[src/soc_pkg.sv]
// **********************************************************************
// SoC glue shared definitions
// **********************************************************************
`default_nettype none

package soc_pkg;

   // cpu and memory address width
   localparam int addr_bits = 16;
   // byte width on every data path
   localparam int data_bits = 8;

   // a15 clear is rom, a15 set is ram
   localparam int rom_split_bit = 15;

   // cycles core_reset stays high after the last cause
   localparam int reset_hold_cycles = 255;

   // sd bit-bang pins in the i/o byte
   localparam int sd_cs_bit   = 0;
   localparam int sd_sck_bit  = 1;
   localparam int sd_mosi_bit = 2;
   localparam int sd_miso_bit = 3;

   // card deselected, clock and data idle high
   localparam logic [2:0] sd_ctrl_reset = 3'b111;

endpackage

`default_nettype wire

[src/io_ports.sv]
// **********************************************************************
// SD bit-bang port and vsync interrupt
// **********************************************************************
`default_nettype none

module io_ports (
   input  logic                          cpu_clock,
   input  logic                          cpu_reset,
   input  logic                          cpu_iorq,
   input  logic                          cpu_m1,
   input  logic                          cpu_wr,
   input  logic [soc_pkg::data_bits-1:0] cpu_dout,
   input  logic                          sd_miso,
   input  logic                          vsync,
   output logic                          sd_cs,
   output logic                          sd_sck,
   output logic                          sd_mosi,
   output logic [soc_pkg::data_bits-1:0] io_rdata,
   output logic                          irq
);

   import soc_pkg::*;

   logic [2:0]           sd_ctrl;
   logic [data_bits-1:0] io_word;
   logic                 io_write;
   logic                 irq_ack;
   logic                 vsync_meta;
   logic                 vsync_sync;
   logic                 vsync_prev;

   // iorq with m1 is an interrupt acknowledge, not a port access
   assign io_write = cpu_iorq & ~cpu_m1 & cpu_wr;
   assign irq_ack  = cpu_iorq & cpu_m1;

   // sd control bits, loaded by any i/o write
   always_ff @(posedge cpu_clock) begin
      if (cpu_reset) begin
         sd_ctrl <= sd_ctrl_reset;
      end else if (io_write) begin
         sd_ctrl[sd_cs_bit]   <= cpu_dout[sd_cs_bit];
         sd_ctrl[sd_sck_bit]  <= cpu_dout[sd_sck_bit];
         sd_ctrl[sd_mosi_bit] <= cpu_dout[sd_mosi_bit];
      end
   end

   assign sd_cs   = sd_ctrl[sd_cs_bit];
   assign sd_sck  = sd_ctrl[sd_sck_bit];
   assign sd_mosi = sd_ctrl[sd_mosi_bit];

   // read byte, upper nibble zero, miso above the control bits
   always_comb begin
      io_word              = '0;
      io_word[2:0]         = sd_ctrl;
      io_word[sd_miso_bit] = sd_miso;
   end

   // sampled every cycle, so a read strobe sees it one cycle later
   always_ff @(posedge cpu_clock) begin
      io_rdata <= io_word;
   end

   // two-flop sync for the video vsync
   always_ff @(posedge cpu_clock) begin
      vsync_meta <= vsync;
      vsync_sync <= vsync_meta;
      vsync_prev <= vsync_sync;
   end

   // irq set on vsync rise, held until acknowledged
   always_ff @(posedge cpu_clock) begin
      if (cpu_reset) begin
         irq <= 1'b0;
      end else if (irq_ack) begin
         // acknowledge wins over a new edge
         irq <= 1'b0;
      end else if (vsync_sync && !vsync_prev) begin
         irq <= 1'b1;
      end
   end

endmodule

`default_nettype wire

[config.mk]
export PLATFORM = sky130hd
export DESIGN_NAME = io_ports
export DESIGN_NICKNAME = d
export VERILOG_FILES = /design/src/soc_pkg.sv /design/src/io_ports.sv
export SDC_FILE = /design/constraint.sdc
export NUM_CORES = 1
export LEC_CHECK = 0
export ABC_AREA = 1
export BUFFER_PORTS_ARGS = -buffer_cell sky130_fd_sc_hd__buf_4
export CORE_AREA = 2 2 39 41
export DETAILED_ROUTE_END_ITERATION = 16
export DIE_AREA = 0 0 41 43
export HOLD_SLACK_MARGIN = 0.1
export PLACE_DENSITY = 0.58
export SLEW_MARGIN = 20
export SYNTH_ARGS = -nofsm -noshare
export SYNTH_HDL_FRONTEND = slang
export SYNTH_SLANG_ARGS = --single-unit
[constraint.sdc]
create_clock -name cpu_clock -period 0.8 [get_ports cpu_clock]
set_input_delay 0.08 -clock cpu_clock [delete_from_list [all_inputs] [get_ports cpu_clock]]
set_output_delay 0.08 -clock cpu_clock [all_outputs]
set_load 0.05 [all_outputs]
=== Yosys cells after proc, flatten, opt, wreduce, memory -nomap -nowiden ===
Cells that the tools add are included.

* Bitwise operators: 4
* Reductions and logical operators: 3

{| class="wikitable"
|+ Operators by type and width
! cell !! number
|-
| $and 1x1->1 || 3
|-
| $reduce_or 2->1 || 1
|-
| $logic_and 1x1->1 || 1
|-
| $logic_not 1->1 || 1
|-
| $not 1->1 || 1
|}

* Bits in registers: 11
* Input port bits: 15
* Output and inout bits: 12
* Logic and storage cells: 13

=== Longest topological paths before layout ===
* Depth in word-level cells: 3
* Depth in mapped cells: 4
* Mapped depth without buffers: 4

=== Least setup slack after synthesis ===
No wires, ideal clock.

* Path type: register to register
* Start: reg sd_ctrl[0] (netlist name)
* End: reg sd_ctrl[0]
* Setup time: 0.062 ns
* Arrival: 0.780 ns
* Data required time: 0.738 ns
* Setup slack: -0.041 ns
* Cell stages (with the launch flop): 3
* Path buffers: 0
* Period minus slack after synthesis: 0.841 ns
* Cell sequence: dfxtp_1 nand2_1 nand3_1

{| class="wikitable"
|+ RTL lines
! what !! RTL line !! RTL
|-
| end signal, assigned || io_ports.sv:39 || <nowiki>sd_ctrl <= sd_ctrl_reset;</nowiki>
|-
| end signal, assigned by index || io_ports.sv:41 || <nowiki>sd_ctrl[sd_cs_bit] <= cpu_dout[sd_cs_bit];</nowiki>
|-
| end signal, assigned by index || io_ports.sv:42 || <nowiki>sd_ctrl[sd_sck_bit] <= cpu_dout[sd_sck_bit];</nowiki>
|-
| end, declared || io_ports.sv:24 || <nowiki>logic [2:0] sd_ctrl;</nowiki>
|}

=== Worst setup path after layout ===
* Start: reg sd_ctrl[0]
* End: out sd_cs

{| class="wikitable"
|+ RTL lines
! what !! RTL line !! RTL
|-
| end, declared || io_ports.sv:15 || <nowiki>output logic sd_cs,</nowiki>
|}

No word-level cell between the ends.

==> results.yml <==
floorplan:
  die_width_um: 41
  io_pins: 27
  start_util_pct: 24.3
  core_area_um2: 1380
  die_area_um2: 1760
  die_y_um: 43
  fp-row-count: 14
global_routing:
  grt_antenna_before_repair: 0
  grt_max_degree: 7
  gr-usage-all-layers_pct: 8.65
  overflow: 0
  grt_pass1_wl_um: 938
  grt_pass1_vias: 261
detailed_routing:
  dr.max_layer_used: "met4"
  drt_iter0_markers: 0
  avgViaCountPerCell: 3.91
  drc: 0
  wl_per_cell_um: 8.76
  routed_wl_um: 657
  wl_met3_um: 91
  route.met2.wl_um: 287
  antenna_left: 0
  wl_met1_um: 251
  vias: 293
  first_pass_iters: 1
timing:
  period_minus_slack_ns: 0.826
  maxSlewViolCount: 0
  rsz0062_at_grt: "yes"
  fmax_ghz: 1.21
  fin_skew_ns: 0.00424
  fin_crit_sh_pct: 103
  setup_ws_ns: -0.0259
  setup_viol: 8
  final-hold-violation-count: 0
layout:
  final_cell_mix: "buf_4, dfxtp_2, buf_8"
  area_growth_pct: 82.5
  fin_area_um2: 614
  final_common_cell: "buf_4"
  drive_gt1_share_pct: 54.2
  diodes: 0
  nets: 75
run_status:
  outcome: "finished with violations"
  violations: "setup timing"
power_and_ir_drop:
  power_density_nw_per_um2: 1990
  ir_worst_vdd_mv: 0.624
  p_leak_nw: 0.296
worst_setup_path:
  crit_chain: "buf_8"
  worstSetupPathType: "reg2out"
  start_kind: "flop"
  path_delay_family: "flip-flops"
  rrSetupSlack_ns: 0.10
  cp_max_fo: 2
  crit_path_end_kind: "primary output"
  crit_slowest_cell: "dfxtp_2"
  max_stage_delay_ns: 0.34
  worst-path-buf-inv: 1
  worst_ep_arrival_time_ns: 0.75
  required_ns: 0.72
synthesis:
  synth_top_area_share_pct: 65.4
  synth_seq_cells: 11
  synth_area_um2: 337
  yosys_warnings: 0
  yosysSeqAreaShare_pct: 65.4
  synth_area_leaders: "dfxtp_1, buf_4, nand2_1, nand4_1, nand3_1"
  syn_inst: 33
  avgSynthCellArea_um2: 10.2
  yosys.area.top_type: "dfxtp_1"
  ys_types: 10
placed_design:
  preCtsSetupSlack_ns: 0.156
  io_buffers: 17
  globalplace.congestion: 0.533
  post_dp_cell_area_um2: 470
  dp.final_hpwl_um: 434
job:
  drv_cap: 0
hold_path:
  hold_class: "in2reg"
clock_network:
  clk-insertion-delay-late_ns: 0.26
  htree_num_levels: 1
  clock-sinks: 11
  cts_made_buffers: 3
  clk_pin_slew_worst_paths_ns: 0.07
  clockBufferDepth: 2
  tritoncts: "done"
  hold_buffers: 3
  clock-root-buffer: "clkbuf_4"
==> power by group <==
part	internal (mW)	switching (mW)	total, mW
clock	0.192	0.165	0.358
sequential	0.581	0.0177	0.599
combinational	0.112	0.155	0.268
==> worst paths after layout <==
check / startpoint / end / cells past startpoint
setup / recovery: sd_ctrl[0] / sd_cs / 1
hold / removal: cpu_reset / sd_ctrl[0] / 3
setup reg to reg: sd_ctrl[2] / sd_ctrl[2] / 3
hold reg to reg: vsync_meta / vsync_sync / 0
==> state kept, by name, indices dropped and copies added (netlist names) <==
register	count
vsync_prev	1
vsync_sync	1
io_rdata	4
irq	1
vsync_meta	1
sd_ctrl	3
==> cell families (layout without fill, tap and decap cells) <==
family	count (synthesis)	after routing	synth area share, %
other	1	4	1.11
AOI/OAI and AO/OA	1	1	1.49
and+or+nand+nor	13	13	19.7
buffers and inverters	7	30	12.3
DFF	11	11	65.4
==> metrics by stage <==
stage / util, % / hold WS, ns / power (mW) / setup TNS, ns / std cells
after global placement: 34.0 / 0.185 / 0.817 / 0 / 65
after detailed placement: 34.0 / 0.187 / 0.818 / 0 / 65
after CTS: 43.3 / 0.0761 / 1.23 / -0.182 / 75
after global routing: 44.4 / 0.0968 / 1.28 / -0.348 / 75
final: 44.4 / 0.0781 / 1.22 / -0.117 / 75
after floorplan: - / 0.108 / 0.756 / 0 / 36
==> synth_stat cells <==
cell type	n
dfxtp_1	11
nand2_1	5
buf_4	4
inv_1	3
nand3_1	3
nand4_1	3
a21oi_1	1
conb_1	1
nand3_2	1
nor2_1	1
==> cell type report <==
cell class / count / area (um^2)
Tap cell: 16 / 20.0
Timing Repair Buffer: 23 / 240
Fill cell: 133 / 769
Clock buffer: 4 / 26.3
Inverter: 3 / 11.3
Sequential cell: 11 / 230
Multi-Input combinational cell: 18 / 86.3
==> layer usage <==
metal	vias to the layer above	global-route usage, %
li1	151	-
met1	121	7.44
met2	19	13.1
met3	2	1.57
met4	0	12.0
met5	-	0
==> repair_timing <==
action | CTS | global route
endpoints found under the hold margin | 6 | 1
resized for setup | 16 | 4
setup buffers | 3 | 0
gates cloned | 0 | 0
setup endpoints to repair | 8 | 8
Note: power is estimated with default switching activity, not from simulation.
