[config.mk]
export PLATFORM = sky130hd
export DESIGN_NAME = reset_sequencer
export DESIGN_NICKNAME = d
export VERILOG_FILES = /design/src/soc_pkg.sv /design/src/reset_sequencer.sv
export SDC_FILE = /design/constraint.sdc
export NUM_CORES = 1
export LEC_CHECK = 0
export BUFFER_PORTS_ARGS = -buffer_cell sky130_fd_sc_hd__buf_4
export CAP_MARGIN = 20
export CORE_AREA = 4 4 41 43
export CTS_CLUSTER_SIZE = 20
export DETAILED_ROUTE_END_ITERATION = 10
export DIE_AREA = 0 0 45 47
export PLACE_DENSITY_LB_ADDON = 0.2
export SLEW_MARGIN = 20
export SYNTH_ARGS = -nofsm -noshare
export SYNTH_HDL_FRONTEND = slang
export SYNTH_SLANG_ARGS = --single-unit
[constraint.sdc]
create_clock -name cpu_clock -period 1.2 [get_ports cpu_clock]
set_clock_uncertainty 0.05 [all_clocks]
set_input_delay 0.24 -clock cpu_clock [delete_from_list [all_inputs] [get_ports cpu_clock]]
set_output_delay 0.24 -clock cpu_clock [all_outputs]
set_load 0.01 [all_outputs]
[src/soc_pkg.sv]
// **********************************************************************
// SoC glue shared definitions
// **********************************************************************
`default_nettype none

package soc_pkg;

   // cpu and memory address width
   localparam int addr_bits = 16;
   // byte width on every data path
   localparam int data_bits = 8;

   // a15 clear is rom, a15 set is ram
   localparam int rom_split_bit = 15;

   // cycles core_reset stays high after the last cause
   localparam int reset_hold_cycles = 255;

   // sd bit-bang pins in the i/o byte
   localparam int sd_cs_bit   = 0;
   localparam int sd_sck_bit  = 1;
   localparam int sd_mosi_bit = 2;
   localparam int sd_miso_bit = 3;

   // card deselected, clock and data idle high
   localparam logic [2:0] sd_ctrl_reset = 3'b111;

endpackage

`default_nettype wire

[src/reset_sequencer.sv]
// **********************************************************************
// Core reset hold-off
// **********************************************************************
`default_nettype none

module reset_sequencer (
   input  logic cpu_clock,
   input  logic cpu_reset,
   input  logic reset_request,
   input  logic load_active,
   output logic core_reset
);

   import soc_pkg::*;

   // hold-off counter, parks at the limit
   logic [7:0] hold_count;
   logic       any_cause;

   // board reset, osd reset entry or a running download
   assign any_cause = cpu_reset | reset_request | load_active;

   always_ff @(posedge cpu_clock) begin
      if (any_cause) begin
         // restart the wait on every cause
         hold_count <= 8'd0;
      end else if (hold_count < 8'(reset_hold_cycles)) begin
         hold_count <= hold_count + 8'd1;
      end
   end

   // core stays in reset until the count is complete
   // gives memory and downloads time to settle
   assign core_reset = (hold_count < 8'(reset_hold_cycles));

endmodule

`default_nettype wire

Yosys cells after proc, flatten, opt, wreduce, memory -nomap -nowiden --
Cells that the tools add are included.
Word-level totals: output and inout port bits 1, logic and storage cells 5, input port bits 4, bits in registers 8
Operators by class: bitwise gates (word level) 2, $lt $le $gt $ge 1, $add $sub $neg 1
Operator list (count):
- $add 8x1->8 const B | 1
- $lt 8x8->1 const B | 1
- $or 1x1->1 | 2

Depth between registers and ports, before layout --
Gate-level depths: netlist (run 1).
depth after elaboration 2, depth in mapped cells 4, gate-level depth less buffers 4

Worst setup path after synthesis (run 1) --
Ideal clock, no wire load.
path kind reg2reg, start point reg hold_count[0], end point reg hold_count[1], path slack -0.051 ns, data required time 1.028 ns, stages on the path, launching flop included 5, clock period less this slack 1.251 ns, buffers on the path 0, setup time 0.122 ns, arrival time 1.080 ns, path through dfxtp_1 ha_1 and4_1 nand2_1 mux2i_1
Between the ends: word-level cells in the longest chain between the ends 1, elaborated cells between the ends (all ways) 2, those cells by class add/sub (1); order compare (1)
RTL lines:
- start: declaration | line reset_sequencer.sv:17 | logic [7:0] hold_count;
- start signal: assignment | line reset_sequencer.sv:28 | hold_count <= hold_count + 8'd1;
- $lt 8x8->1
- named net core_reset | line reset_sequencer.sv:11 | output logic core_reset
The timed path passes the listed nets, and every way through them passes these cells. A chain may end at the register's enable or synchronous reset.

Final worst setup path (run 1) --
start point reg hold_count[0], end point out core_reset
Between the ends: word-level cells in the longest chain between the ends 1
RTL lines:
- $lt 8x8->1 | line reset_sequencer.sv:34 | assign core_reset = (hold_count < 8'(reset_hold_cycles));
- end: declaration | line reset_sequencer.sv:11
Every way passes these cells.

==> results of run 1 <==
==> cells in the mapped netlist <==
master | n | area share
ha_1 | 1 | 0.031
a21o_2 | 1 | 0.022
dfxtp_1 | 8 | 0.40
nor4_1 | 1 | 0.016
o21ai_0 | 4 | 0.050
nand2_1 | 5 | 0.047
buf_6 | 1 | 0.028
and4_1 | 1 | 0.022
mux2i_1 | 1 | 0.025
nand4_1 | 1 | 0.016
a211oi_2 | 1 | 0.031
and2_2 | 1 | 0.019
or3_1 | 1 | 0.016
a211oi_1 | 1 | 0.019
and3_1 | 3 | 0.047
a31oi_1 | 3 | 0.047
nor3_1 | 3 | 0.037
a21oi_1 | 3 | 0.037
inv_1 | 1 | 0.0094
nor3b_1 | 1 | 0.019
nand3_1 | 5 | 0.062
==> critical path: cells and delay by family (launching register included) <==
| kind | cells | cell delay (ps) |
|---|---|---|
| AND/OR/NAND/NOR | 2 | 270 |
| buffers and inverters | 1 | 110 |
| adder cells (fa/ha/maj) | 1 | 130 |
| flip-flops | 1 | 350 |
==> area by class of cell <==
type / instances / area (sq um)
Clock buffer: 3 / 22.5
Inverter: 1 / 3.75
Multi-Input combinational cell: 37 / 313
Fill cell: 122 / 576
Timing Repair Buffer: 23 / 199
Sequential cell: 8 / 169
Tap cell: 15 / 18.8
==> kinds of logic after synthesis <==
logic type | count (synthesis)
simple gates | 22
flops | 8
fa+ha+maj | 1
mux | 1
buf+inv | 2
compound gates | 13
==> stage by stage <==
stage / instance area [sq um] / setup TNS (ps) / utilization / worst slack, ps / hold slack, ps
after CTS: 611 / -426 / 0.469 / -234 / 281
after floorplan: 408 / 0 / - / 11.8 / 394
after global placement: 543 / -88.3 / 0.417 / -52.9 / 442
final: 726 / -855 / 0.558 / -205 / 311
after global routing: 726 / -1280 / 0.558 / -259 / 312
after detailed placement: 543 / -162 / 0.417 / -72.0 / 446
==> metal layers <==
metal / vias to the layer above / wire length [um] / global-route usage
li1: 230 / - / -
met1: 216 / 497 / 0.128
met2: 13 / 587 / 0.206
met3: 4 / 44 / 0.0268
met4: 0 / 28 / 0.0877
met5: - / 0 / 0
==> path summary, 6_finish.rpt <==
kind,end,slack (ps),cells after the start
max,core_reset,-200,4
min,hold_count[0],310,3
max reg2reg,hold_count[4],-160,7
min reg2reg,hold_count[3],420,1
==> power breakdown <==
group	total, mW	switching, mW	internal [mW]	leakage (nW)
clock	0.206	0.0914	0.114	0.0138
sequential	0.267	0.00175	0.266	0.0673
combinational	0.0241	0.00993	0.0141	0.211
total	0.497	0.103	0.394	0.292
==> repair_timing <==
item,4_1_cts,5_1_grt
resized for setup,8,24
pin swaps,5,10
gates cloned,0,0
setup endpoints to repair,4,8
buffers inserted,2,4
==> run metrics, run 1 <==
placed insts between 70 and 80; most frequent cells in the layout buf_4 (16), buf_6 (7), nand3_1 (4), nand2_1 (4), dfxtp_2 (4); CP required slightly above 900 ps; most common cell after layout, fill and taps aside buf_4; simple logic cell fraction of the synthesized area 0.300; fraction of layout cells with a size suffix above 1 0.667; Starting Density 0.308; Skew-Pair Late Insertion Delay ~250 ps; DR WL/cell ~13 um; Final Hold Vio Count 0; antenna fix cells 0; yosys warns 0; Finished Layout Cells 87; Worst Setup SP hold_count[0]; H-tree depth 1; Max transition margin 0.831; worst setup margin -205 ps; RSZ-0062 raised after global routing yes; Worst path slowest cell dfxtp_2; Reg-to-Reg Start hold_count[0]; failing checks setup timing; drc violations 0; Synth Cell Area ~400 sq um; leakage power roughly 0.29 nW; syn_area_per_cell 8.52 sq um; Pwr Density approximately 690 nW/um^2; CTS tree yes; Tot GR Track Use 0.119; Synth Area in XOR/XNOR 0; gpl congestion between 0.7 and 0.8; Row Count 13; Max Fclk ~0.7 GHz; deepest clock path buffer count 2; Crit. End Element output port; Post-Synthesis Cells between 40 and 50; Cell variety after synth 21; full die area 2120 sq um; register bit total from synthesis 8; CP max stage delay between 300 and 400 ps; Total Power 497 uW; Synth Area in Compound Gates 0.206; Core Box Area about 1300 sq um; gr ovfl total 0; Crit Path Class reg2out; DRT iter0 DRCs 4; WP data arrival 1110 ps; I/O pin total 5; mux contribution to synthesized area 0.0250; largest family of logic cells by synthesized area simple AND/OR/NAND/NOR gates; die span in x around 45 um; Post-Synth Adder-Cell Area 0.0313; Max Cap Viol 0; Final ANT Viol Nets 0; worst-margin pin slew about 250 ps; largest net degree at the start of global routing 8; Peak VDD IR ~0.46 mV; nets about 80; 1st-pass router iterations 4; total length of routed wires approximately 1.2 mm; vias per cell roughly 5.3; clock sink total 8; final setup violation count 8; port bufs 4; DP Wirelength around 690 um; post-route minimum period 1400 ps; Root Buffer clkbuf_4; worst path cell trace ha_4, and4_4, nand2_4, buf_6; Net Count, Synth between 50 and 60; Final period util 1.17; synth-to-layout area growth 81.3%; Pins Over Slew Limit 0; Biggest register hold_count; clk slew on worst S/H paths 50 ps; first-pass GRT wire length about 1.8 mm; top flop regs hold_count x8; CP max FO 2; Worst Hold Class in2reg; sequential area share after synthesis 0.400; total number of vias between 400 and 500; antenna violations before repair 0; vias in the first global route 447; CTS Hold Bufs 0; Num CTS Buffers 3; Die H 47 um; hold wc startpoint load_active; status finished, violations left; max reg flops 8; startpoint types register
Note: power is estimated with default switching activity, not from simulation.
==> run 2, diff against run 1 <==
==> constraint.sdc (replaced) <==
create_clock -name cpu_clock -period 1.4 [get_ports cpu_clock]
set_clock_uncertainty 0.05 [all_clocks]
set_input_delay 0.28 -clock cpu_clock [delete_from_list [all_inputs] [get_ports cpu_clock]]
set_output_delay 0.28 -clock cpu_clock [all_outputs]
set_load 0.01 [all_outputs]
==> run metrics, run 2 (synthesis results as in run 1) <==
clk slew on worst S/H paths 50 ps (about the same); Tot GR Track Use 0.104 (-0.0157); leakage power 0.259 nW (-11%); r2r setup slk 70 ps (+230 ps); Max Cap Viol 0 (unchanged); Num CTS Buffers 3 (unchanged); Pins Over Slew Limit 0 (unchanged); Skew-Pair Late Insertion Delay 250 ps (about the same); DRT iter0 DRCs 7 (+3); top flop regs hold_count x8; combinational share of power 0.048 (about the same); Reg power frac 0.548 (+0.010); WP data arrival 1110 ps (about the same); total length of routed wires 937 um (-19%); Pwr Density 706 nW/um^2 (+3.0%); die span in x 45 um (unchanged); fraction of layout cells with a size suffix above 1 0.448 (-0.219); final instance area 598 sq um (-18%); nets 74 (-6.3%); P_int 339 uW (-14%); Sw Ratio 0.196 (-0.0115); synth-to-layout area growth 49.4%; Biggest register hold_count; Worst Hold Class in2reg; CP required 1070 ps (+160 ps); Starting Density 0.308 (unchanged); CTS Hold Bufs 0 (unchanged); final setup violation count 1 (-7); clock sink total 8 (unchanged); startpoint types register; status finished, violations left; hold slack final 346 ps (+34.5 ps); RSZ-0062 raised after global routing yes; Max transition margin 0.853 (+0.0214); Row Count 13 (unchanged); max reg flops 8 (unchanged); post-route minimum period 1440 ps; gpl congestion 0.807 (+9.0%); H-tree depth 1 (unchanged); largest net degree at the start of global routing 8 (unchanged); gr ovfl total 0 (unchanged); most frequent cells in the layout buf_4 (17), dfxtp_1 (6), nand3_1 (5), o21ai_0 (4), nand2_1 (4); Reg-to-Reg Start hold_count[0]; Filler cells 126 (+3.3%); Final period util 1.03; worst setup margin -36.3 ps (+168 ps); hold path endpoint hold_count[0]; vias in the first global route 346 (-23%); most common cell after layout, fill and taps aside buf_4; Area after DPL 505 sq um (-6.9%); Finished Core Util 0.460 (-0.0981); Core Box Area 1300 sq um (unchanged); Final Hold Vio Count 0 (unchanged); Worst Hold Depth 3 (unchanged); worst-margin pin slew 219 ps (-33.4 ps); deepest clock path buffer count 2 (unchanged); full die area 2120 sq um (unchanged); hold wc startpoint load_active; Peak VDD IR 0.459 mV (-1.0%); Final ANT Viol Nets 0 (unchanged); I/O pin total 5 (unchanged); vias per cell 5.17 (-2.8%); Max Fclk 0.696 GHz; DR WL/cell 11.4 um (-14%); Net Sw Power 82.6 uW (-20%); worst reg2reg path depth 6 (-1); antenna violations before repair 0 (unchanged); antenna fix cells 0 (unchanged); Die H 47 um (unchanged); first-pass GRT wire length 1.54 mm (-14%); CP max FO 2 (unchanged); CTS tree yes; 1st-pass router iterations 4 (unchanged); DP Wirelength 687 um (-1.1%); Crit. End Element output port; Crit Path Class reg2out; failing checks setup timing; power share of the clock group 0.404 (-0.010); port bufs 4 (unchanged); Root Buffer clkbuf_4; drc violations 0 (unchanged); RR Endpoint hold_count[0]; total number of vias 424 (-8.4%)
[run 2: changes by cell type in the layout (fill, tap and decap cells not counted), moves of 2 or more]
cell	previous run	this run
dfxtp_2	4	2
nor3_1	1	3
o21ai_0	1	4
dfxtp_1	3	6
a21oi_1	0	2
and3_1	1	3
o21ai_1	2	0
nor3_2	2	0
buf_6	7	1
[run 2: layout make-up]
type,instances,area (sq um),area share
multi-input combinational,37,251,0.421
sequential,8,163,0.272
timing repair buffer,18,139,0.232
clock buffer,3,22.5,0.0377
tap,15,18.8,0.0314
inverter,1,3.75,0.00628
[run 2: how the worst max path moves through the flow]
stage / from / end / slack [ps]
global route: hold_count[0] / core_reset / -90
finish: hold_count[0] / core_reset / -40
CTS: hold_count[1] / core_reset / -70
detailed placement: hold_count[0] / core_reset / 10
global placement: hold_count[0] / core_reset / 60
floorplan: hold_count[0] / core_reset / 120
[run 2: per-stage QoR]
step / TNS, ps / setup slack (ps) / instances / power [mW]
detailed placement: 0 / 10.9 / 74 / 0.254
global route: -87.1 / -87.1 / 82 / 0.445
CTS: -71.6 / -71.6 / 80 / 0.427
finish: -36.3 / -36.3 / 82 / 0.422
global placement: 0 / 61.8 / 74 / 0.254
floorplan: 0 / 123 / 47 / 0.241
[run 2: repair_timing]
item | in CTS | in global routing
gates resized for setup | 8 | 2
pin swaps | 3 | 1
buffers inserted | 3 | 2
endpoints found under the setup margin | 1 | 1
gates cloned | 0 | 0
[run 2: power by group through the flow]
stage	Combinational (mW)	Clock, mW	Sequential (mW)
5_1_grt	0.0229	0.191	0.231
3_3_place_gp	0.0190	0	0.235
6_report	0.0203	0.171	0.231
4_1_cts	0.0195	0.177	0.230
3_5_place_dp	0.0192	0	0.235
2_1_floorplan	0.00540	0	0.236
[run 2: critical path, stage by stage, from the launching register on]
cell	delay (ps)
dfxtp_2	340
ha_4	130
and4_4	220
nand2_4	50
buf_6	110
[run 2: routing by layer]
metal | vias to the layer above | global-route usage | part of all wire
met5 | - | 0 | 0
met4 | 0 | 0.0702 | 0.0064
met3 | 2 | 0.0230 | 0.033
met2 | 5 | 0.158 | 0.47
met1 | 196 | 0.130 | 0.49
li1 | 221 | - | -
==> run 3, diff against run 2 <==
--- a/config.mk
+++ b/config.mk
@@ -12,6 +12,7 @@
 export DETAILED_ROUTE_END_ITERATION = 10
 export DIE_AREA = 0 0 45 47
 export PLACE_DENSITY_LB_ADDON = 0.2
+export SETUP_SLACK_MARGIN = 0.15
 export SLEW_MARGIN = 20
 export SYNTH_ARGS = -nofsm -noshare
 export SYNTH_HDL_FRONTEND = slang
==> run metrics, run 3 (synthesis results as in run 1) <==
RR Endpoint hold_count[0]; WP data arrival 1130 ps (+20 ps); leakage power 0.249 nW (-3.7%); worst reg2reg path depth 6 (unchanged); Max transition margin 0.870 (+0.0176); nets 72 (-2.7%); status finished, violations left; Num CTS Buffers 3 (unchanged); die span in x 45 um (unchanged); deepest clock path buffer count 2 (unchanged); gpl congestion 0.754 (-6.6%); r2r setup slk 80 ps (about the same); final setup violation count 1 (unchanged); DP Wirelength 728 um (+6.1%); vias in the first global route 399 (+15%); most frequent cells in the layout buf_4 (14), nand3_1 (5), dfxtp_1 (5), o21ai_0 (4), nand2_1 (4); Crit Path Class reg2out; CP max FO 2 (unchanged); DR WL/cell 12.6 um (+10%); busiest grt layer met2; gr ovfl total 0 (unchanged); met2 Use GR 0.184 (+0.0254); failing checks setup timing; hold wc startpoint load_active; hold slack final 330 ps (-16.0 ps); Peak VDD IR 0.403 mV (-12%); met1 GRT Util 0.134 (+0.00396); Max Fclk 0.686 GHz (-1.4%); CP max stage delay 350 ps (about the same); Die H 47 um (unchanged); worst path cell trace ha_4, and4_4, nand2_4, buf_6; Total Power 438 uW (+3.8%); first-pass GRT wire length 1.75 mm (+13%); worst-margin pin slew 193 ps (-26.0 ps); Reg-to-Reg Start hold_count[0]; antenna fix cells 0 (unchanged); worst setup margin -57.2 ps (-20.8 ps); Pins Over Slew Limit 0 (unchanged); synth-to-layout area growth 50.6%; clk slew on worst S/H paths 50 ps (about the same); H-tree depth 1 (unchanged); Crit. End Element output port; Final period util 1.04 (+0.0149); kind of cell adding the most delay to the critical path flip-flops; 1st-pass router iterations 4 (unchanged); antenna violations before repair 0 (unchanged); total number of vias 424 (unchanged); full die area 2120 sq um (unchanged); Starting Density 0.308 (unchanged); Worst path slowest cell dfxtp_2; CTS tree yes; DRT iter0 DRCs 10 (+3); Core Box Area 1300 sq um (unchanged); grt met3 use 0.0498 (+0.0268); largest net degree at the start of global routing 8 (unchanged); Root Buffer clkbuf_4; top flop regs hold_count x8; Tot GR Track Use 0.118 (+0.0141); Worst Hold Depth 3 (unchanged); Max Cap Viol 0 (unchanged); Biggest register hold_count; RSZ-0062 raised after global routing yes; most common cell after layout, fill and taps aside buf_4; Row Count 13 (unchanged); CP required 1070 ps (about the same); crit path buf inv count 1 (unchanged); startpoint types register; drc violations 0 (unchanged); Skew-Pair Late Insertion Delay 260 ps (about the same); Worst Hold Class in2reg; total length of routed wires 1.01 mm (+7.6%); Finished Core Util 0.463 (+0.00385); fraction of layout cells with a size suffix above 1 0.492 (+0.0445); clock sink total 8 (unchanged); TNS Setup -57.2 ps (-20.8 ps); Pwr Density 727 nW/um^2 (+3.0%); post-route minimum period 1460 ps (+20.8 ps); Final Hold Vio Count 0 (unchanged); Final ANT Viol Nets 0 (unchanged); vias per cell 5.30 (+2.5%); port bufs 4 (unchanged); hold path endpoint hold_count[0]; max reg flops 8 (unchanged); I/O pin total 5 (unchanged)
[run 3: changes by cell type in the layout (fill, tap and decap cells not counted)]
cell,previous run,this run
nor4_1,1,0
and3_1,3,2
nor4_2,0,1
buf_4,17,14
dfxtp_2,2,3
a21oi_1,2,1
buf_6,1,2
a21oi_2,1,2
dfxtp_1,6,5
and3_4,0,1
[run 3: routing by layer]
metal  up-vias  share of wire
met1       194           0.46
met2         9           0.48
met4         0          0.021
li1        219              -
met3         2          0.044
met5         -              0
[run 3: report_power, final]
group / switching (mW) / internal [mW]
Sequential: 0.00144 / 0.229
Combinational: 0.00785 / 0.0118
Clock: 0.0888 / 0.0988
Total: 0.0981 / 0.340
[run 3: cell type report]
class | count | area, sq um
fillers | 146 | 698
multi-input cells | 37 | 267
flip-flops and latches | 8 | 164
repair buffers | 16 | 128
clock buffers | 3 | 22.5
well taps | 15 | 18.8
inverters | 1 | 3.75
[run 3: worst register-to-register path: stages, from the launching register on]
cell and delay [ps]:
dfxtp_2 330, ha_4 160, and4_4 150, buf_4 130, buf_6 110, a21o_2 180
a21oi_2 140
[run 3: worst max-delay path by stage]
stage                  startpoint         end  slack [ps]  cells past startpoint
floorplan           hold_count[0]  core_reset         170                      3
global placement    hold_count[0]  core_reset         110                      4
detailed placement  hold_count[0]  core_reset          90                      4
CTS                 hold_count[1]  core_reset         -70                      4
global route        hold_count[0]  core_reset        -110                      4
finish              hold_count[0]  core_reset         -60                      4
[run 3: repair_timing]
| action | in CTS | in global routing |
|---|---|---|
| hold buffers | 0 | 0 |
| endpoints found under the setup margin | 2 | 5 |
| hold endpoints to repair | 0 | 0 |
| pin swaps | 4 | 6 |
| setup buffers | 2 | 1 |
| resized for setup | 7 | 5 |
[run 3: metrics by stage]
stage	setup slack, ps	instance area, sq um	instances
after global placement	107	513	74
after global routing	-109	603	80
after floorplan	172	408	47
final	-57.2	603	80
after detailed placement	89.7	513	74
after CTS	-71.1	573	79
