[config.mk]
export PLATFORM = sky130hd
export DESIGN_NAME = rom_loader
export DESIGN_NICKNAME = d
export VERILOG_FILES = /design/src/soc_pkg.sv /design/src/rom_loader.sv
export SDC_FILE = /design/constraint.sdc
export NUM_CORES = 1
export LEC_CHECK = 0
export ABC_AREA = 1
export ABC_CLOCK_PERIOD_IN_PS = 1240
export BUFFER_PORTS_ARGS = -buffer_cell sky130_fd_sc_hd__buf_2
export CORE_MARGIN = 1.5
export CORE_UTILIZATION = 49
export DETAILED_ROUTE_END_ITERATION = 10
export PLACE_DENSITY = 0.78
export SYNTH_ARGS = -nofsm -noshare
export SYNTH_HDL_FRONTEND = slang
export SYNTH_SLANG_ARGS = --single-unit
export TNS_END_PERCENT = 30
[constraint.sdc]
create_clock -name cpu_clock -period 1.24 [get_ports cpu_clock]
set_input_delay 0.062 -clock cpu_clock [delete_from_list [all_inputs] [get_ports cpu_clock]]
set_output_delay 0.062 -clock cpu_clock [all_outputs]
set_load 0.005 [all_outputs]
[src/soc_pkg.sv]
// **********************************************************************
// SoC glue shared definitions
// **********************************************************************
`default_nettype none

package soc_pkg;

   // cpu and memory address width
   localparam int addr_bits = 16;
   // byte width on every data path
   localparam int data_bits = 8;

   // a15 clear is rom, a15 set is ram
   localparam int rom_split_bit = 15;

   // cycles core_reset stays high after the last cause
   localparam int reset_hold_cycles = 255;

   // sd bit-bang pins in the i/o byte
   localparam int sd_cs_bit   = 0;
   localparam int sd_sck_bit  = 1;
   localparam int sd_mosi_bit = 2;
   localparam int sd_miso_bit = 3;

   // card deselected, clock and data idle high
   localparam logic [2:0] sd_ctrl_reset = 3'b111;

endpackage

`default_nettype wire

[src/rom_loader.sv]
// **********************************************************************
// ROM download port
// **********************************************************************
`default_nettype none

module rom_loader (
   input  logic                          cpu_clock,
   input  logic                          cpu_reset,
   input  logic                          load_active,
   input  logic                          load_req,
   input  logic [soc_pkg::data_bits-1:0] load_data,
   output logic                          load_ack,
   output logic                          loader_wr,
   output logic [soc_pkg::addr_bits-1:0] loader_addr,
   output logic [soc_pkg::data_bits-1:0] loader_data
);

   import soc_pkg::*;

   // previous load_active, for start of download
   logic load_active_d;
   logic load_start;

   assign load_start = load_active & ~load_active_d;

   // four-phase handshake fsm
   // load_ack low is the idle state, high is waiting for req to drop
   always_ff @(posedge cpu_clock) begin
      if (cpu_reset) begin
         load_ack      <= 1'b0;
         loader_wr     <= 1'b0;
         load_active_d <= 1'b0;
      end else begin
         load_active_d <= load_active;
         // write strobe is a single cycle per byte
         loader_wr     <= 1'b0;
         if (!load_ack) begin
            if (load_req) begin
               // take the byte, request a write, acknowledge
               loader_wr <= 1'b1;
               load_ack  <= 1'b1;
            end
         end else if (!load_req) begin
            // source released req, close the handshake
            load_ack <= 1'b0;
         end
      end
   end

   // address counter
   always_ff @(posedge cpu_clock) begin
      if (cpu_reset) begin
         loader_addr <= '0;
      end else if (load_start) begin
         // new download starts at address 0
         loader_addr <= '0;
      end else if (loader_wr) begin
         // step once the byte has gone into memory
         loader_addr <= loader_addr + 1'b1;
      end
   end

   // byte held stable for the write cycle
   always_ff @(posedge cpu_clock) begin
      if (!load_ack && load_req) begin
         loader_data <= load_data;
      end
   end

endmodule

`default_nettype wire

# Word level (Yosys, flattened, before mapping)
# Cells that the tools add are included.
# totals
ff_bits,27
in_bits,12
# classes
addsub,1
muxes,1
bitwise_logic,2
n_reduce_logical,4
# ops
operator,n
"16-bit by 1-bit adder with 16-bit output, second input constant",1
2-bit OR reduction,2
1-bit AND,1
1-bit logical AND,1
1-bit logical NOT,1
1-bit two-way mux,1
1-bit NOT,1

# Depth between registers and ports, before layout
# Gate-level depths: netlist of run 1.
# depth
ltp_word,3
ltp_mapped,8
depth_no_buf,8

# Worst setup path before layout of run 1
# Ideal clock, no wire load.
# synth_path
path_type,reg-to-reg
start,register loader_addr[0] (netlist bit)
end,register loader_addr[12] (netlist bit)
t_arrival_ns,1.075
t_required_ns,1.130
slack_ns,0.055
path_stages_with_launch,7
n_path_buf,0
period_less_slack_ns,1.185
cell_sequence,dfxtp_1 ha_1 nand2_1 nor2_8 nand4_1 nand2_1 nor2_1
# synth_via
elab_chain_len,1
# synth_rtl
element,line_no,rtl
start: declaration,rom_loader.sv:14,"output logic [soc_pkg::addr_bits-1:0] loader_addr,"
start signal: assignment,rom_loader.sv:59,loader_addr <= loader_addr + 1'b1;
16-bit by 1-bit adder with 16-bit output,rom_loader.sv:59,
# Every way passes these cells.
# A chain may end at the register's enable or synchronous reset.

# Final worst setup path of run 1
# layout_path
start,register loader_addr[2] (netlist bit)
end,register loader_addr[15] (netlist bit)
# Same word-level chain as after synthesis.

==> metrics.txt, run 1 <==
status=finished clean; final routed DRC violation total=0; crit path DAT=1.43 ns; pwr dens=888.0 nW/um2; Area Growth Syn to Fin=37.67%; hpwl dp=between 1500 and 2000 um; Mapped Nets=147; final setup vio count=0; Placer Congestion=0.7479; Sequential Power Share=65.8%; drt total wl=2762 um; Synth Cell Area=1172 um2; CTS clk-pin slew, worst paths=0.14 ns; row cnt=17; Inserted Diodes=0; Net Switching=0.3078 mW; clk_lat worst skew=roughly 0.31 ns; vias in the first global route=1070; initial antenna violation count=0; die width=around 52 um; design area=1614 um2; worst-case clock buffer depth=2; Hold Path Class=input port to flop; Worst Path Class, Setup=flop to flop; syn_area_per_cell=8.749 um2; first-pass GRT wire length=4402 um; Max Cap Viol=0; global route overflow=0; placed cells=a little over 200; count of pins over their slew limit=0; Clock power frac=25.5%; H-tree depth=1; Yosys cell types=25; total number of vias=approximately 1.1k; worst ir drop on vdd=0.8101 mV; non-filler cells, final=222; Worst Max-Slew Pin Slew=0.2715 ns; Slew HR=81.85%; starting density of the core=between 50 and 60%; share of cells above drive strength 1=39.18%; pin count of the biggest net entering global routing=15; combinational share of power=8.7%; Final Core Density=72.27%; Tot Pwr=approximately 1.4 mW; P_leak=0.7379 nW; Vias per Instance=4.928; startpoint types=flop; root buf cell=clkbuf_4; Top-Level Pins=38; CTS tree=yes; Setup TNS=0 ns; CP Capture Type=flop; total iterations of the first detailed-routing run=8; RSZ-0062 raised after global routing=true; CP max FO=6; CTS Buf Count=3; Total GRT Usage=between 20 and 25%; Sink Count=27; Yosys warnings=0; antenna violation net count after detailed routing=0; die height=a little over 50 um; DRT iter0 DRCs=29; min cycle time layout=1.204 ns; flops & latches, synth=27; Post-Synthesis Cells=134; Internal=1.125 mW; Core ar.=around 2200 um2; CP Data Required Time=1.46 ns; Nets=between 200 and 250; final hold vios=0; port bufs=37; Net Sw Frac=21.48%; f_max=slightly above 800 MHz; dpl cell area=1419 um2; register area share after synthesis=52.93%; die area=about 2700 um2; worst clock skew=0.001718 ns; Avg WL per Cell=12.44 um; period utilization=97.09%
-- timing repair --
item	in CTS	in global routing
buffers inserted	0	2
endpoints found under the setup margin	4	12
hold endpoints to repair	11	0
hold buffers	11	0
gates cloned	0	2
pin swaps	1	4
resized for setup	0	11
-- Yosys cell counts --
cell type,count,area (um2)
o21ai_0,2,10.01
buf_4,1,7.510
nor2_1,19,71.32
nor2_4,1,11.26
nor3_1,2,10.01
xnor2_1,1,8.760
xor2_1,1,8.760
nand2_2,3,18.77
nand3_1,9,45.04
nor2_8,1,20.02
a211oi_1,1,7.510
o21bai_1,1,7.510
inv_2,2,7.510
nand3_2,2,20.02
nor2_2,5,31.28
a21oi_1,10,50.05
edfxtp_1,8,240.2
nand4_1,2,12.51
o21bai_4,1,18.77
nand2_4,1,11.26
buf_6,1,11.26
nand2_1,26,97.59
dfxtp_1,19,380.4
ha_1,1,12.51
inv_1,14,52.55
-- sequential cells by signal, summed over array words and instances, names as in the netlist --
register / count
load_ack: 1
loader_addr: 16
load_active_d: 1
loader_data: 8
loader_wr: 1
-- per-stage QoR --
| stage | setup WS [ns] | hold slack, ns |
|---|---|---|
| final | 0.03603 | 0.08733 |
| after floorplan | 0.05537 | 0.1344 |
| after global placement | 0.07508 | 0.2387 |
| after CTS | 0.007454 | 0.04865 |
| after global routing | -0.05069 | 0.1131 |
| after detailed placement | 0.01017 | 0.2412 |
-- area by class of cell --
type	count	area [um2]
Timing Repair inverter	1	5.005
Multi-Input combinational cell	90	501.7
Clock buffer	4	26.28
Sequential cell	27	626.9
Fill cell	170	619.3
Timing Repair Buffer	56	355.3
Inverter	16	63.81
Tap cell	28	35.03
-- per-layer routing --
metal | track usage, % | routed length (um)
met1 | 23.75 | 1053
met4 | 7.456 | 17
met5 | 0 | 0
met2 | 42.41 | 1551
met3 | 3.448 | 139
-- power by group through the flow --
stage	clock, mW	sequential (mW)	combinational, mW
2_1_floorplan	0	0.964	0.0435
3_3_place_gp	0	0.960	0.0880
3_5_place_dp	0	0.962	0.0920
4_1_cts	0.378	0.943	0.118
5_1_grt	0.406	0.946	0.138
6_report	0.366	0.943	0.124
-- logic make-up (layout without fill, tap and decap cells) --
group                      count (synthesis)  count (layout)  synth area share, %
xor gates and xnor gates                   2               2                1.494
AOI/OAI and AO/OA                         15              15                8.005
and+or+nand+nor                           71              72                29.78
DFF                                       27              27                52.93
buffers and inverters                     18              77                6.724
adders and majority gates                  1               1                1.067
-- final timing paths --
path	start	cells after the start	endpoint	slack, ns
max	loader_addr[2]	7	loader_addr[15]	0.04
min	cpu_reset	3	loader_addr[1]	0.09
max reg2reg	loader_addr[2]	7	loader_addr[15]	0.04
min reg2reg	load_ack	1	loader_wr	0.45
-- worst max-delay path, stage by stage (launching register included) --
cell	delay (ns)
dfxtp_2	0.44
nand2_1	0.10
nor2_2	0.11
nand2_1	0.10
nor2_4	0.17
nand3_1	0.08
nand2_1	0.06
nor2_1	0.04
-- layout by cell type, fill, tap and decap left out, types with 3 or more instances in the layout --
| cell | count |
|---|---|
| a21oi_1 | 10 |
| buf_2 | 37 |
| buf_4 | 8 |
| clkbuf_4 | 3 |
| dfxtp_1 | 14 |
| dfxtp_2 | 5 |
| dlygate4sd3_1 | 11 |
| edfxtp_1 | 8 |
| inv_1 | 13 |
| nand2_1 | 24 |
| nand2_2 | 4 |
| nand3_1 | 8 |
| nand3_2 | 3 |
| nor2_1 | 19 |
| nor2_2 | 5 |
Note: power is estimated with default switching activity, not from simulation.
==> inputs of run 2 (changes only) <==
--- a/config.mk
+++ b/config.mk
@@ -9,9 +9,8 @@
 export ABC_CLOCK_PERIOD_IN_PS = 1240
 export BUFFER_PORTS_ARGS = -buffer_cell sky130_fd_sc_hd__buf_2
 export CORE_MARGIN = 1.5
-export CORE_UTILIZATION = 49
+export CORE_UTILIZATION = 30
 export DETAILED_ROUTE_END_ITERATION = 10
-export PLACE_DENSITY = 0.78
 export SYNTH_ARGS = -nofsm -noshare
 export SYNTH_HDL_FRONTEND = slang
 export SYNTH_SLANG_ARGS = --single-unit
==> metrics.txt, run 2 (synthesized netlist as in run 1, its figures left out) <==
status=finished clean; total number of vias=1022 (-6.6%); Total GRT Usage=11.81% (-10 points); pwr dens=953.0 nW/um2 (+7.3%); most frequent cells in the layout=buf_2, nand2_1, nor2_1; Core ar.=3716 um2 (+66%); Max Cap Viol=0 (unchanged); Critical Path Max Stage Delay=0.38 ns (-0.06 ns); row cnt=22 (+5); Tot Pwr=1.562 mW (+9.0%); Top-Level Pins=38 (unchanged); vias in the first global route=865 (-19%); Hold Path Depth=3 (unchanged); antenna violation net count after detailed routing=0 (unchanged); worst-case clock buffer depth=2 (unchanged); count of pins over their slew limit=0 (unchanged); Hold Startpoint=load_req; Hold Path Class=input port to flop; final routed DRC violation total=0 (unchanged); CP max-delay cell=dfxtp_4; worst clock skew=0.005782 ns (+0.004063 ns); port bufs=37 (unchanged); final hold vios=0 (unchanged); Worst Path Class, Setup=flop to flop; share of cells above drive strength 1=40.10% (+0.93 points); f_max=870.2 MHz (+4.8%); Worst Max-Slew Pin Slew=0.3857 ns (+0.1142 ns); starting density of the core=31.55% (-21 points); register name with the most flops=loader_addr; max FFs per register=16 (unchanged); Vias per Instance=4.258 (-14%); CP max FO=6 (unchanged); CTS clk-pin slew, worst paths=0.09 ns (-0.05 ns); H-tree depth=1 (unchanged); period utilization=92.68% (-4.4 points); Regs by FF count=loader_addr (16), loader_data (8); Area Growth Syn to Fin=39.81%; clk_lat worst skew=0.27 ns (-0.04 ns); first-pass GRT wire length=3788 um (-14%); Reg2Reg Capture Point=loader_addr[6]; Avg WL per Cell=10.48 um (-16%); die width=65.52 um (+26%); DRT iter0 DRCs=17 (-41%); Sink Count=27 (unchanged); root buf cell=clkbuf_8; total iterations of the first detailed-routing run=4 (-4); CTS tree=yes; worst setup path startpoint=loader_addr[0]; drt total wl=2516 um (-8.9%); startpoint types=flop; critical-path cell list=ha_2 > nand2_2 > nor2_4 > nand3_1 > nand2_1 > nor2_1; global route overflow=0 (unchanged); die area=4292 um2 (+59%); Setup TNS=0 ns (unchanged); pin count of the biggest net entering global routing=17 (+2); r2r startpoint=loader_addr[0]; crit path DAT=1.32 ns (-0.11 ns); die height=65.52 um (+26%); leading cell type in the layout, fill and taps excluded=buf_2; Inserted Diodes=0 (unchanged); hpwl dp=1812 um (-0.28%); RSZ-0062 raised after global routing=false; initial antenna violation count=0 (unchanged); Placer Congestion=0.7562 (+1.1%); CP Capture Type=flop; final setup vio count=0 (unchanged); CTS Buf Count=3 (unchanged); Hold EP=load_ack; min cycle time layout=1.149 ns (-0.05476 ns); worst ir drop on vdd=0.6804 mV (-16%); Nets=206 (-0.96%); CP Data Required Time=1.41 ns (-0.05 ns); reg2reg setup slack=0.09 ns (+0.05 ns); FF-to-FF path depth=6 (-1); Final Core Density=44.11% (-28 points); P_leak=0.7300 nW (-1.1%); Slew HR=74.26% (-7.6 points)
run 2: cell types whose count changed in the layout (fill, tap and decap cells not counted), moves of 2 or more:
cell,change
clkbuf_4,-3
clkbuf_8,+3
dfxtp_2,-2
dlygate4sd3_1,-2
run 2: per-stage QoR:
stage               hold slack (ns)  area [um2]  std cells  setup WS (ns)
finish                      0.01220        1639        240        0.09079
floorplan                    0.1344        1172        134        0.05537
detailed placement           0.2409        1459        225        0.01318
global placement             0.2379        1459        225        0.03545
CTS                        0.009391        1599        238        0.03484
global route                0.02706        1639        240        0.01190
run 2: final cells by class:
cell class	count	area (um2)
fill	380	2077
sequential	27	628.1
multi-input combinational	90	499.2
timing repair buffer	55	342.8
inverter	16	60.06
tap	48	60.06
clock buffer	3	41.29
clock inverter	1	7.507
run 2: what timing repair did:
item                                    4_1_cts  5_1_grt
endpoints found under the setup margin        4       11
hold endpoints to repair                     11        0
pin swaps                                     0        2
buffers inserted                              0        1
gates cloned                                  0        1
gates resized for setup                       1       10
hold buffers                                  9        0
run 2: worst max-delay path, delay by kind of cell, from the launching register on:
| family | cells | cell delay [ns] |
|---|---|---|
| fa+ha+maj | 1 | 0.19 |
| flops | 1 | 0.38 |
| simple gates | 5 | 0.48 |
run 2: report_power, final:
group	switching (mW)	total, mW	internal [mW]
Clock	0.277	0.505	0.228
Combinational	0.0530	0.116	0.0630
Sequential	0.0107	0.941	0.931
Total	0.340	1.56	1.22
run 2: worst max-delay path by stage:
stage                           end  slack, ns  cells after the start
finish               loader_addr[6]       0.09                      6
global route        loader_addr[12]       0.01                      6
CTS                 loader_addr[14]       0.03                      7
detailed placement  loader_addr[14]       0.01                      7
global placement    loader_addr[12]       0.04                      6
floorplan           loader_addr[12]       0.06                      6
run 2: metal layers:
metal / wire length, um / track usage [%] / share of wire (%) / vias to the layer above
met5: 0 / 0 / 0 / -
met4: 49 / 6.250 / 1.9 / 0
met3: 129 / 2.740 / 5.1 / 4
met2: 1173 / 19.52 / 47 / 27
met1: 1163 / 14.22 / 46 / 442
li1: - / - / - / 549
==> inputs of run 3 (changes only) <==
--- a/config.mk
+++ b/config.mk
@@ -11,6 +11,7 @@
 export CORE_MARGIN = 1.5
 export CORE_UTILIZATION = 30
 export DETAILED_ROUTE_END_ITERATION = 10
+export HOLD_SLACK_MARGIN = 0.03
 export SYNTH_ARGS = -nofsm -noshare
 export SYNTH_HDL_FRONTEND = slang
 export SYNTH_SLANG_ARGS = --single-unit
==> metrics.txt, run 3 (synthesized netlist as in run 1, its figures left out) <==
status=finished clean; Top-Level Pins=38 (unchanged); Regs by FF count=loader_addr (16), loader_data (8); Critical Path Max Stage Delay=0.59 ns (+0.21 ns); Sink Count=27 (unchanged); count of pins over their slew limit=0 (unchanged); antenna violation net count after detailed routing=0 (unchanged); die area=4292 um2 (unchanged); row cnt=22 (unchanged); placed cells=225 (unchanged); total number of vias=1035 (+1.3%); CP max FO=3 (-3); die height=65.52 um (unchanged); worst clock skew=0.005771 ns (-0.00001047 ns); first-pass GRT wire length=3884 um (+2.5%); max FFs per register=16 (unchanged); Inserted Diodes=0 (unchanged); share of cells above drive strength 1=39.69% (-0.41 points); CP max-delay cell=dlygate4sd3_1; global route overflow=0 (unchanged); initial antenna violation count=0 (unchanged); vias in the first global route=885 (+2.3%); CTS tree=yes; Slew HR=74.80% (+0.54 points); CP Capture Type=flop; RSZ-0062 raised after global routing=false; Placer Congestion=0.7562 (unchanged); Worst Max-Slew Pin Slew=0.3776 ns (-0.008118 ns); CTS Buf Count=3 (unchanged); most frequent cells in the layout=buf_2, nand2_1, nor2_1; die width=65.52 um (unchanged); crit path DAT=1.44 ns (+0.12 ns); FF-to-FF path depth=6 (unchanged); worst ir drop on vdd=0.6806 mV (about the same); port bufs=37 (unchanged); Max Cap Viol=0 (unchanged); final hold vios=0 (unchanged); hpwl dp=1812 um (unchanged); CP dominant cell by count=dlygate4sd3_1; leading cell type in the layout, fill and taps excluded=buf_2; reg2reg setup slack=0.09 ns (about the same); Tot Pwr=1.568 mW (+0.37%); non-filler cells, final=242 (+0.83%); Area Growth Syn to Fin=41.52%; CTS clk-pin slew, worst paths=0.09 ns (about the same); pwr dens=945.0 nW/um2 (-0.84%); period utilization=98.29% (+5.6 points); worst-case clock buffer depth=2 (unchanged); min cycle time layout=1.219 ns (+0.06957 ns); drt total wl=2559 um (+1.7%); startpoint types=input port; DRT iter0 DRCs=12 (-5); r2r startpoint=loader_addr[0]; H-tree depth=1 (unchanged); root buf cell=clkbuf_8; final setup vio count=0 (unchanged); total iterations of the first detailed-routing run=4 (unchanged); final routed DRC violation total=0 (unchanged); Hold Startpoint=load_req; Core ar.=3716 um2 (unchanged); Setup TNS=0 ns (unchanged); register name with the most flops=loader_addr; pin count of the biggest net entering global routing=17 (unchanged); starting density of the core=31.55% (unchanged); Vias per Instance=4.277 (+0.44%); P_leak=0.7398 nW (+1.3%); Nets=208 (+0.97%); Total GRT Usage=12.14% (+0.33 points); Hold Path Depth=3 (unchanged); Worst Path Class, Setup=input port to flop; Final Core Density=44.65% (+0.54 points); CP Data Required Time=1.46 ns (+0.05 ns); clk_lat worst skew=0.27 ns (about the same); f_max=820.5 MHz (-5.7%); Hold Path Class=input port to flop; Hold EP=loader_wr; critical-path cell list=buf_2 > dlygate4sd3_1 > nor2_1 > dlygate4sd3_1; Avg WL per Cell=10.57 um (+0.87%); Reg2Reg Capture Point=loader_addr[6]; Final Hold Slack=0.05506 ns (+0.04286 ns)
run 3: worst max-delay path by stage:
stage	start	to	slack, ns	cells past startpoint
after floorplan	loader_addr[0]	loader_addr[12]	0.06	6
after global placement	loader_addr[0]	loader_addr[12]	0.04	6
after detailed placement	loader_addr[0]	loader_addr[14]	0.01	7
after CTS	loader_addr[1]	loader_addr[14]	0.03	7
after global routing	cpu_reset	load_ack	0.002	4
final	cpu_reset	load_ack	0.02	4
run 3: cell type report:
class | instances | area, um2
clock buffer | 3 | 41.29
multi-input combinational | 90 | 499.2
timing repair buffer | 57 | 362.8
fill | 378 | 2057
inverter | 16 | 60.06
tap | 48 | 60.06
sequential | 27 | 628.1
clock inverter | 1 | 7.507
run 3: routing by layer:
layer | global-route usage [%] | up-vias | wire length (um)
li1 | - | 554 | -
met1 | 14.33 | 448 | 1154
met2 | 20.54 | 29 | 1219
met3 | 2.740 | 4 | 135
met4 | 6.250 | 0 | 49
met5 | 0 | - | 0
run 3: repair_timing:
item / 4_1_cts / 5_1_grt
endpoints found under the setup margin: 4 / 11
gates resized for setup: 1 / 10
pin swaps: 0 / 2
endpoints found under the hold margin: 11 / 0
hold buffers: 11 / 0
cloned: 0 / 1
setup buffers: 0 / 1
run 3: stage by stage:
| stage | instance area, um2 | setup WS (ns) |
|---|---|---|
| floorplan | 1172 | 0.05537 |
| global placement | 1459 | 0.03545 |
| detailed placement | 1459 | 0.01318 |
| CTS | 1619 | 0.03484 |
| global route | 1659 | 0.001587 |
| finish | 1659 | 0.02122 |
run 3: where the power goes:
| part | switching, mW | leakage (nW) | internal (mW) |
|---|---|---|---|
| clock | 0.277 | 0.0217 | 0.228 |
| sequential | 0.0107 | 0.233 | 0.931 |
| combinational | 0.0545 | 0.485 | 0.0671 |
run 3: critical path: cells and delay by family:
kind                   cells  cell delay [ns]
buffers and inverters      3             1.26
AND/OR/NAND/NOR            1             0.13
